**config.mk**
```make
export PLATFORM = sky130hd
export DESIGN_NAME = fetch_cache_top
export DESIGN_NICKNAME = d
export VERILOG_FILES = /design/src/icache_pkg.sv /design/src/fetch_cache_top.sv /design/src/icache_perf_count.sv /design/src/icache_ctrl.sv /design/src/icache_line_store.sv
export SDC_FILE = /design/constraint.sdc
export NUM_CORES = 1
export LEC_CHECK = 0
export BUFFER_PORTS_ARGS = -buffer_cell sky130_fd_sc_hd__buf_4
export CAP_MARGIN = 20
export CORE_MARGIN = 10
export CORE_UTILIZATION = 55
export DETAILED_ROUTE_END_ITERATION = 7
export GPL_TIMING_DRIVEN = 0
export HOLD_SLACK_MARGIN = 0.02
export PLACE_DENSITY_LB_ADDON = 0.1
export SETUP_SLACK_MARGIN = 0.02
export SKIP_CTS_REPAIR_TIMING = 1
export SLEW_MARGIN = 15
export SYNTH_ARGS = -nofsm -noshare
export SYNTH_HDL_FRONTEND = slang
export SYNTH_HIERARCHICAL = 1
export SYNTH_SLANG_ARGS = --single-unit
```
**constraint.sdc**
```tcl
create_clock -name clock -period 9 [get_ports clock]
set_input_delay 1.35 -clock clock [delete_from_list [all_inputs] [get_ports clock]]
set_output_delay 1.35 -clock clock [all_outputs]
set_load 0.02 [all_outputs]
```
**src/icache_pkg.sv**
```systemverilog
package icache_pkg;

    // ------------------------------------------------------------
    // Bus widths
    // ------------------------------------------------------------

    // Byte address as issued by the fetch unit
    typedef logic [31:0] addr_t;

    // One instruction word, also one memory beat
    typedef logic [31:0] word_t;

    // Performance counter value, wraps on overflow
    typedef logic [31:0] perf_count_t;

    // Byte-in-word offset bits, every word is 4 bytes
    localparam int offset_width = 2;

    // ------------------------------------------------------------
    // Address map
    // ------------------------------------------------------------

    // Top address byte of the cacheable SRAM window
    localparam logic [7:0] cacheable_base = 8'ha0;

    // ------------------------------------------------------------
    // Controller FSM
    // ------------------------------------------------------------

    // st_idle    accept address, bypass reads steered through here
    // st_lookup  tag compare, allocate on miss
    // st_hit     present word from line
    // st_refill  collect burst beats into the line
    // st_resp    present requested word after refill
    typedef enum logic [2:0] {
        st_idle,
        st_lookup,
        st_hit,
        st_refill,
        st_resp
    } ctrl_state_t;

endpackage
```
**src/fetch_cache_top.sv**
```systemverilog
`timescale 1ns/100ps

module fetch_cache_top #(
    parameter int index_width = 2,
    parameter int line_sel_width = 1
) (
    input  logic                    clock,
    input  logic                    reset,
    input  logic                    flush,

    // Fetch side, slave
    input  logic                    ifu_arvalid,
    output logic                    ifu_arready,
    input  icache_pkg::addr_t       ifu_araddr,
    output logic                    ifu_rvalid,
    input  logic                    ifu_rready,
    output icache_pkg::word_t       ifu_rdata,
    output logic                    ifu_rlast,

    // Memory side, master
    output logic                    mem_arvalid,
    input  logic                    mem_arready,
    output icache_pkg::addr_t       mem_araddr,
    output logic [7:0]              mem_arlen,
    output logic [1:0]              mem_arburst,
    input  logic                    mem_rvalid,
    output logic                    mem_rready,
    input  icache_pkg::word_t       mem_rdata,
    input  logic                    mem_rlast,

    output icache_pkg::perf_count_t hit_count,
    output icache_pkg::perf_count_t miss_count,
    output icache_pkg::perf_count_t bypass_count
);

    import icache_pkg::*;

    localparam int tag_width = $bits(addr_t) - offset_width - index_width - line_sel_width;

    logic [index_width-1:0]    lookup_index;
    logic [tag_width-1:0]      lookup_tag;
    logic [line_sel_width-1:0] lookup_sel;
    logic                      alloc;
    logic [tag_width-1:0]      alloc_tag;
    logic                      fill_en;
    logic [line_sel_width-1:0] fill_sel;
    word_t                     fill_data;
    logic                      line_hit;
    word_t                     line_word;
    logic                      hit_event;
    logic                      miss_event;
    logic                      bypass_event;

    icache_ctrl #(
        .index_width    (index_width),
        .line_sel_width (line_sel_width)
    ) u_ctrl (
        .clock        (clock),
        .reset        (reset),
        .ifu_arvalid  (ifu_arvalid),
        .ifu_arready  (ifu_arready),
        .ifu_araddr   (ifu_araddr),
        .ifu_rvalid   (ifu_rvalid),
        .ifu_rready   (ifu_rready),
        .ifu_rdata    (ifu_rdata),
        .ifu_rlast    (ifu_rlast),
        .mem_arvalid  (mem_arvalid),
        .mem_arready  (mem_arready),
        .mem_araddr   (mem_araddr),
        .mem_arlen    (mem_arlen),
        .mem_arburst  (mem_arburst),
        .mem_rvalid   (mem_rvalid),
        .mem_rready   (mem_rready),
        .mem_rdata    (mem_rdata),
        .mem_rlast    (mem_rlast),
        .lookup_index (lookup_index),
        .lookup_tag   (lookup_tag),
        .lookup_sel   (lookup_sel),
        .alloc        (alloc),
        .alloc_tag    (alloc_tag),
        .fill_en      (fill_en),
        .fill_sel     (fill_sel),
        .fill_data    (fill_data),
        .line_hit     (line_hit),
        .line_word    (line_word),
        .hit_event    (hit_event),
        .miss_event   (miss_event),
        .bypass_event (bypass_event)
    );

    icache_line_store #(
        .index_width    (index_width),
        .line_sel_width (line_sel_width)
    ) u_line_store (
        .clock        (clock),
        .reset        (reset),
        .flush        (flush),
        .lookup_index (lookup_index),
        .lookup_tag   (lookup_tag),
        .lookup_sel   (lookup_sel),
        .alloc        (alloc),
        .alloc_tag    (alloc_tag),
        .fill_en      (fill_en),
        .fill_sel     (fill_sel),
        .fill_data    (fill_data),
        .line_hit     (line_hit),
        .line_word    (line_word)
    );

    icache_perf_count u_perf_count (
        .clock        (clock),
        .reset        (reset),
        .hit_event    (hit_event),
        .miss_event   (miss_event),
        .bypass_event (bypass_event),
        .hit_count    (hit_count),
        .miss_count   (miss_count),
        .bypass_count (bypass_count)
    );

endmodule

```
**src/icache_perf_count.sv**
```systemverilog
`timescale 1ns/100ps

module icache_perf_count (
    input  logic                    clock,
    input  logic                    reset,
    input  logic                    hit_event,
    input  logic                    miss_event,
    input  logic                    bypass_event,
    output icache_pkg::perf_count_t hit_count,
    output icache_pkg::perf_count_t miss_count,
    output icache_pkg::perf_count_t bypass_count
);

    import icache_pkg::*;

    localparam int num_counters = 3;

    logic [num_counters-1:0] events;
    perf_count_t             counts [num_counters];

    // Slot 0 hit, 1 miss, 2 bypass
    assign events = {bypass_event, miss_event, hit_event};

    // ------------------------------------------------------------
    // Counters, wrap silently
    // ------------------------------------------------------------

    always_ff @(posedge clock or posedge reset) begin
        if (reset) begin
            for (int i = 0; i < num_counters; i++) begin
                counts[i] <= '0;
            end
        end else begin
            for (int i = 0; i < num_counters; i++) begin
                if (events[i]) begin
                    counts[i] <= counts[i] + 1'b1;
                end
            end
        end
    end

    assign hit_count    = counts[0];
    assign miss_count   = counts[1];
    assign bypass_count = counts[2];

endmodule

```
**src/icache_ctrl.sv**
```systemverilog
`timescale 1ns/100ps

module icache_ctrl #(
    parameter int index_width = 2,
    parameter int line_sel_width = 1,
    localparam int tag_width = $bits(icache_pkg::addr_t) - icache_pkg::offset_width
                               - index_width - line_sel_width
) (
    input  logic                      clock,
    input  logic                      reset,

    // Fetch side
    input  logic                      ifu_arvalid,
    output logic                      ifu_arready,
    input  icache_pkg::addr_t         ifu_araddr,
    output logic                      ifu_rvalid,
    input  logic                      ifu_rready,
    output icache_pkg::word_t         ifu_rdata,
    output logic                      ifu_rlast,

    // Memory side
    output logic                      mem_arvalid,
    input  logic                      mem_arready,
    output icache_pkg::addr_t         mem_araddr,
    output logic [7:0]                mem_arlen,
    output logic [1:0]                mem_arburst,
    input  logic                      mem_rvalid,
    output logic                      mem_rready,
    input  icache_pkg::word_t         mem_rdata,
    input  logic                      mem_rlast,

    // Line store
    output logic [index_width-1:0]    lookup_index,
    output logic [tag_width-1:0]      lookup_tag,
    output logic [line_sel_width-1:0] lookup_sel,
    output logic                      alloc,
    output logic [tag_width-1:0]      alloc_tag,
    output logic                      fill_en,
    output logic [line_sel_width-1:0] fill_sel,
    output icache_pkg::word_t         fill_data,
    input  logic                      line_hit,
    input  icache_pkg::word_t         line_word,

    // Event strobes
    output logic                      hit_event,
    output logic                      miss_event,
    output logic                      bypass_event
);

    import icache_pkg::*;

    localparam int sel_lsb = offset_width;
    localparam int index_lsb = offset_width + line_sel_width;
    localparam int tag_lsb = index_lsb + index_width;
    localparam logic [7:0] burst_len = 8'((2 ** line_sel_width) - 1);

    // AXI burst encodings
    localparam logic [1:0] burst_fixed = 2'b00;
    localparam logic [1:0] burst_incr = 2'b01;

    ctrl_state_t               state;
    ctrl_state_t               next_state;
    logic                      cacheable;
    logic                      bypass_sel;
    logic                      refill_arvalid;
    logic [line_sel_width-1:0] beat_count;
    addr_t                     line_addr;

    // ------------------------------------------------------------
    // Address decode
    // ------------------------------------------------------------

    assign cacheable = (ifu_araddr[31:24] == cacheable_base);

    // Fetch unit holds araddr until its response, so this stays put
    // for the whole bypass read
    assign bypass_sel = (state == st_idle) && !cacheable;

    assign lookup_index = ifu_araddr[tag_lsb-1:index_lsb];
    assign lookup_tag   = ifu_araddr[$bits(addr_t)-1:tag_lsb];
    assign lookup_sel   = ifu_araddr[index_lsb-1:sel_lsb];
    assign line_addr    = {ifu_araddr[$bits(addr_t)-1:index_lsb], {index_lsb{1'b0}}};

    // ------------------------------------------------------------
    // FSM
    // ------------------------------------------------------------

    always_comb begin
        next_state = state;
        case (state)
            st_idle: begin
                if (ifu_arvalid && cacheable) begin
                    next_state = st_lookup;
                end
            end
            st_lookup: begin
                next_state = line_hit ? st_hit : st_refill;
            end
            st_hit, st_resp: begin
                if (ifu_rready) begin
                    next_state = st_idle;
                end
            end
            st_refill: begin
                if (mem_rvalid && mem_rlast) begin
                    next_state = st_resp;
                end
            end
            default: next_state = st_idle;
        endcase
    end

    always_ff @(posedge clock or posedge reset) begin
        if (reset) begin
            state <= st_idle;
        end else begin
            state <= next_state;
        end
    end

    // Burst request, raised the cycle after allocate
    always_ff @(posedge clock or posedge reset) begin
        if (reset) begin
            refill_arvalid <= 1'b0;
        end else if (alloc) begin
            refill_arvalid <= 1'b1;
        end else if (mem_arready) begin
            refill_arvalid <= 1'b0;
        end
    end

    // Beat counter selects the word written by each refill beat
    always_ff @(posedge clock or posedge reset) begin
        if (reset) begin
            beat_count <= '0;
        end else if (alloc) begin
            beat_count <= '0;
        end else if (fill_en) begin
            beat_count <= beat_count + 1'b1;
        end
    end

    // ------------------------------------------------------------
    // Line store control
    // ------------------------------------------------------------

    assign alloc     = (state == st_lookup) && !line_hit;
    assign alloc_tag = lookup_tag;
    assign fill_en   = (state == st_refill) && mem_rvalid;
    assign fill_sel  = beat_count;
    assign fill_data = mem_rdata;

    // ------------------------------------------------------------
    // Port steering
    // ------------------------------------------------------------

    assign mem_rready = 1'b1;

    always_comb begin
        if (bypass_sel) begin
            ifu_arready = mem_arready;
            ifu_rvalid  = mem_rvalid;
            ifu_rdata   = mem_rdata;
            ifu_rlast   = mem_rlast;
            mem_arvalid = ifu_arvalid;
            mem_araddr  = ifu_araddr;
            mem_arlen   = 8'd0;
            mem_arburst = burst_fixed;
        end else begin
            ifu_arready = (state == st_idle);
            ifu_rvalid  = (state == st_hit) || (state == st_resp);
            ifu_rdata   = line_word;
            ifu_rlast   = ifu_rvalid;
            mem_arvalid = refill_arvalid;
            mem_araddr  = line_addr;
            mem_arlen   = burst_len;
            mem_arburst = burst_incr;
        end
    end

    // Counter strobes, one cycle each
    assign hit_event    = (state == st_lookup) && line_hit;
    assign miss_event   = alloc;
    assign bypass_event = bypass_sel && ifu_arvalid && mem_arready;

endmodule

```
**src/icache_line_store.sv**
```systemverilog
`timescale 1ns/100ps

module icache_line_store #(
    parameter int index_width = 2,
    parameter int line_sel_width = 1,
    localparam int tag_width = $bits(icache_pkg::addr_t) - icache_pkg::offset_width
                               - index_width - line_sel_width
) (
    input  logic                      clock,
    input  logic                      reset,
    input  logic                      flush,
    input  logic [index_width-1:0]    lookup_index,
    input  logic [tag_width-1:0]      lookup_tag,
    input  logic [line_sel_width-1:0] lookup_sel,
    input  logic                      alloc,
    input  logic [tag_width-1:0]      alloc_tag,
    input  logic                      fill_en,
    input  logic [line_sel_width-1:0] fill_sel,
    input  icache_pkg::word_t         fill_data,
    output logic                      line_hit,
    output icache_pkg::word_t         line_word
);

    import icache_pkg::*;

    localparam int num_lines = 2 ** index_width;
    localparam int words_per_line = 2 ** line_sel_width;

    logic [num_lines-1:0] valid_bits;
    logic [tag_width-1:0] tag_mem [num_lines];
    word_t                data_mem [num_lines][words_per_line];

    // ------------------------------------------------------------
    // Valid bits
    // ------------------------------------------------------------

    // Flush wins over a same-cycle allocate
    always_ff @(posedge clock or posedge reset) begin
        if (reset) begin
            valid_bits <= '0;
        end else if (flush) begin
            valid_bits <= '0;
        end else if (alloc) begin
            valid_bits[lookup_index] <= 1'b1;
        end
    end

    // ------------------------------------------------------------
    // Tag and data arrays
    // ------------------------------------------------------------

    // Tag is written when the line is claimed, before its data arrives
    always_ff @(posedge clock) begin
        if (alloc) begin
            tag_mem[lookup_index] <= alloc_tag;
        end
    end

    // One word per refill beat
    always_ff @(posedge clock) begin
        if (fill_en) begin
            data_mem[lookup_index][fill_sel] <= fill_data;
        end
    end

    // Lookup path, read straight off the arrays
    assign line_hit  = valid_bits[lookup_index] && (tag_mem[lookup_index] == lookup_tag);
    assign line_word = data_mem[lookup_index][lookup_sel];

endmodule

```
==> results.md <==
- Cell area after synthesis: 20400 um2
- First-pass GRT wire length: 67000 um
- Slew headroom: 39.8%
- DRT antenna net count: 0
- GPL Wtd Cong: 0.794
- Worst skew pair latency: 570 ps
- Total Wirelength: 43700 um
- Largest net degree at the start of global routing: 65
- Compound-Gate Fraction of Synth Area: 0.956%
- Reg clk slew, reported paths: 60 ps
- Final slew viol count: 0
- Main synth FF type: edfxtp_1
- Min Tclk post-route: 5480 ps
- Status: complete, no violations
- Hpwl dp: 30000 um
- Design area: 24700 um2
- Slowest stage delay, CP: 650 ps
- Cells along the critical path: buf_4 -> buf_2 -> buf_2 -> buf_2 -> clkbuf_1 -> mux4_2 -> mux2_2 -> mux2_2 -> buf_4
- CTS root buf: clkbuf_16
- Cell variety after synth: 62
- Synth Area in Simple Gates: 6.48%
- Area of the core: 36600 um2
- Synthesized area per cell: 17.1 um2
- Syn Inst Count: 1194
- CP Class: in -> out
- Placed Area: 23000 um2
- RSZ-0062 raised after global routing: false
- Starting DRT DRC Count: 641
- Area grow syn2layout: 20.9%
- Initial Utilization: 55.7%
- Commonest non-fill, non-tap cells in the layout: 364 x edfxtp_1, 355 x buf_4, 105 x dfrtp_1, 79 x mux4_2, 76 x xnor2_1
- Top-area cell type share of the netlist area: 53.6%
- Nets: 1562
- Largest family of logic cells by synthesized area: multiplexers
- Startpoint Class: input pin
- Hold Path Class: reg -> reg
- Lkg Pwr: 9.59 nW
- Overall die height: 213 um
- Critical Path End Type: output port
- Detailed-router iteration count before antenna repair: 5
- Initial antenna violation count: 3
- Leading area contributor after synthesis: edfxtp_1
- Synth Area in Adders: 0.184%
- Overflow after GRT: 0
- Worst-margin pin slew: 896 ps
- Critical-path maximum fanout: 10
- Data required, critical path: 7650 ps
- Clock sink total: 469
- Number of max-cap violations: 0
- Sequential area share after synthesis: 66.4%
- DR vias/cell: 5.45
- PortBufs: 216
- Endpoints failing setup: 0
- Hold Path Depth: 1
- Final Skew: 19.0 ps
- CTS Buffer Depth: 3
- CP arrival: 4130 ps
- H-tree levels: 2
- Total negative setup slack: 0 ps
- Crit-path most repeated cell: buf_2
- Layout cells sized above 1: 42.6%
- Die area: 45200 um2
- Post-Synth XOR/XNOR Area: 5.06%
- Rows: 70
- Peak VDD IR: 0.175 mV
- Final Hold Viols: 0
- Crit path max-delay cell type: clkbuf_1
- Top cells by area, synth: edfxtp_1 54%, dfrtp_1 13%, mux4_2 8.7%
- Post-route DRC: 0
- EDFF count, synth: 364
- Top delay family on crit path: buffers and inverters
- Synth async-reset ratio: 22.4%
- Stages on the worst setup path: 9
- Register bit total from synthesis: 469
- Most common cell after layout, fill and taps aside: edfxtp_1
- Die Wd: 213 um
- Vias: 10.9k
- YS warnings: 6
- I/O Pins: 247
- CTS tree: built
- Vias in the first global route: 11.5k
- CTS Buf Count: 48
- Final period util: 60.9%
- Worst R2R Path Depth: 11
- Mux share of post-synthesis cell area: 14.6%
- Crit path buffers/inverters: 6
- Total track usage: 19.4%
- Filler cells: 2559
- FMAX: 182 MHz
- PD cells: 222 nW/um2
- WL per Instance: 21.9 um
==> worst reg2reg max path: cells and delay by family, from the launching register on <==
kind             cells  cell delay (ps)
AND/OR/NAND/NOR      8             2320
multiplexers         1              520
XOR/XNOR             2              380
flip-flops           1              340
==> cells in the mapped netlist (all sizes together) (3+ instances only) <==
library cell,count
nor4,10
and3,19
mux2,69
nand2,55
xnor2,76
or3,3
mux4,84
dfrtp,105
a221oi,3
nor2,49
nand2b,4
clkbuf,13
nand4,32
and4,8
o22ai,4
edfxtp,364
mux2i,17
a211oi,3
o21ai,5
nand3,28
xor2,42
and2,6
inv,10
nor3,12
ha,3
buf,152
==> sequential cells by signal, summed over array words and instances (netlist names) <==
name,count
u_perf_count/miss_count,32
u_line_store/valid_bits,4
u_line_store/data_mem,256
u_perf_count/bypass_count,32
u_ctrl/refill_arvalid,1
u_perf_count/hit_count,32
u_ctrl/fill_sel,1
u_line_store/tag_mem,108
u_ctrl/state,3
==> layout make-up <==
type | count | area (um2) | area share, %
Clock buffer | 63 | 1330 | 5.39
Antenna cell | 2 | 5.00 | 0.0203
Buffer | 165 | 1230 | 5.01
Sequential cell | 469 | 13600 | 55.0
Tap cell | 468 | 586 | 2.37
Clock inverter | 27 | 309 | 1.25
Multi-Input combinational cell | 557 | 5660 | 22.9
Timing Repair Buffer | 236 | 1940 | 7.85
Inverter | 10 | 47.5 | 0.193
==> layer usage <==
layer	global-route usage, %	vias up	share of wire, %
met5	0	-	0.046
met4	5.17	2	1.6
met3	3.43	46	5.0
met2	32.4	266	50
met1	25.9	5552	43
li1	-	5010	-
==> worst paths after layout <==
path	start	endpoint	slack, ps
min reg2reg	u_perf_count/hit_count[31]$_DFFE_PP0P_	u_perf_count/hit_count[31]$_DFFE_PP0P_	470
max reg2reg	u_line_store/tag_mem[1][3]$_DFFE_PP_	u_perf_count/hit_count[22]$_DFFE_PP0P_	5360
min	u_perf_count/hit_count[31]$_DFFE_PP0P_	u_perf_count/hit_count[31]$_DFFE_PP0P_	470
min in group asynchronous	reset	u_line_store/valid_bits[1]$_DFFE_PP0P_	740
max	ifu_araddr[4]	ifu_rdata[29]	3520
max in group asynchronous	reset	u_perf_count/miss_count[5]$_DFFE_PP0P_	7580
==> metrics by stage <==
stage                     setup WS (ps)  utilization, %  hold slack, ps  total power [mW]  std cells
after floorplan                    4130               -             458              3.14       1201
after global placement             1360            61.8             463              3.46       1885
after detailed placement           3470            62.9             463              3.49       1905
after CTS                          3470            67.4             471              5.54       1995
after global routing               3380            67.4             477              5.67       1995
final                              3520            67.4             470              5.47       1997
==> cells by family (layout without fill, tap and decap cells) <==
family / Yosys count / in the layout
DFF: 469 / 469
xor gates and xnor gates: 118 / 118
buffers and inverters: 175 / 501
other: 2 / 11
AOI/OAI and AO/OA: 26 / 26
adders and majority gates: 3 / 3
muxes: 170 / 170
and+or+nand+nor: 231 / 231
==> power breakdown <==
group	switching [mW]	leakage (nW)	internal [mW]
Combinational	0.503	4.08	0.469
Sequential	0.0479	4.71	2.41
Clock	0.799	0.804	1.24
Total	1.35	9.59	4.12
(Power assumes the default switching activity.)
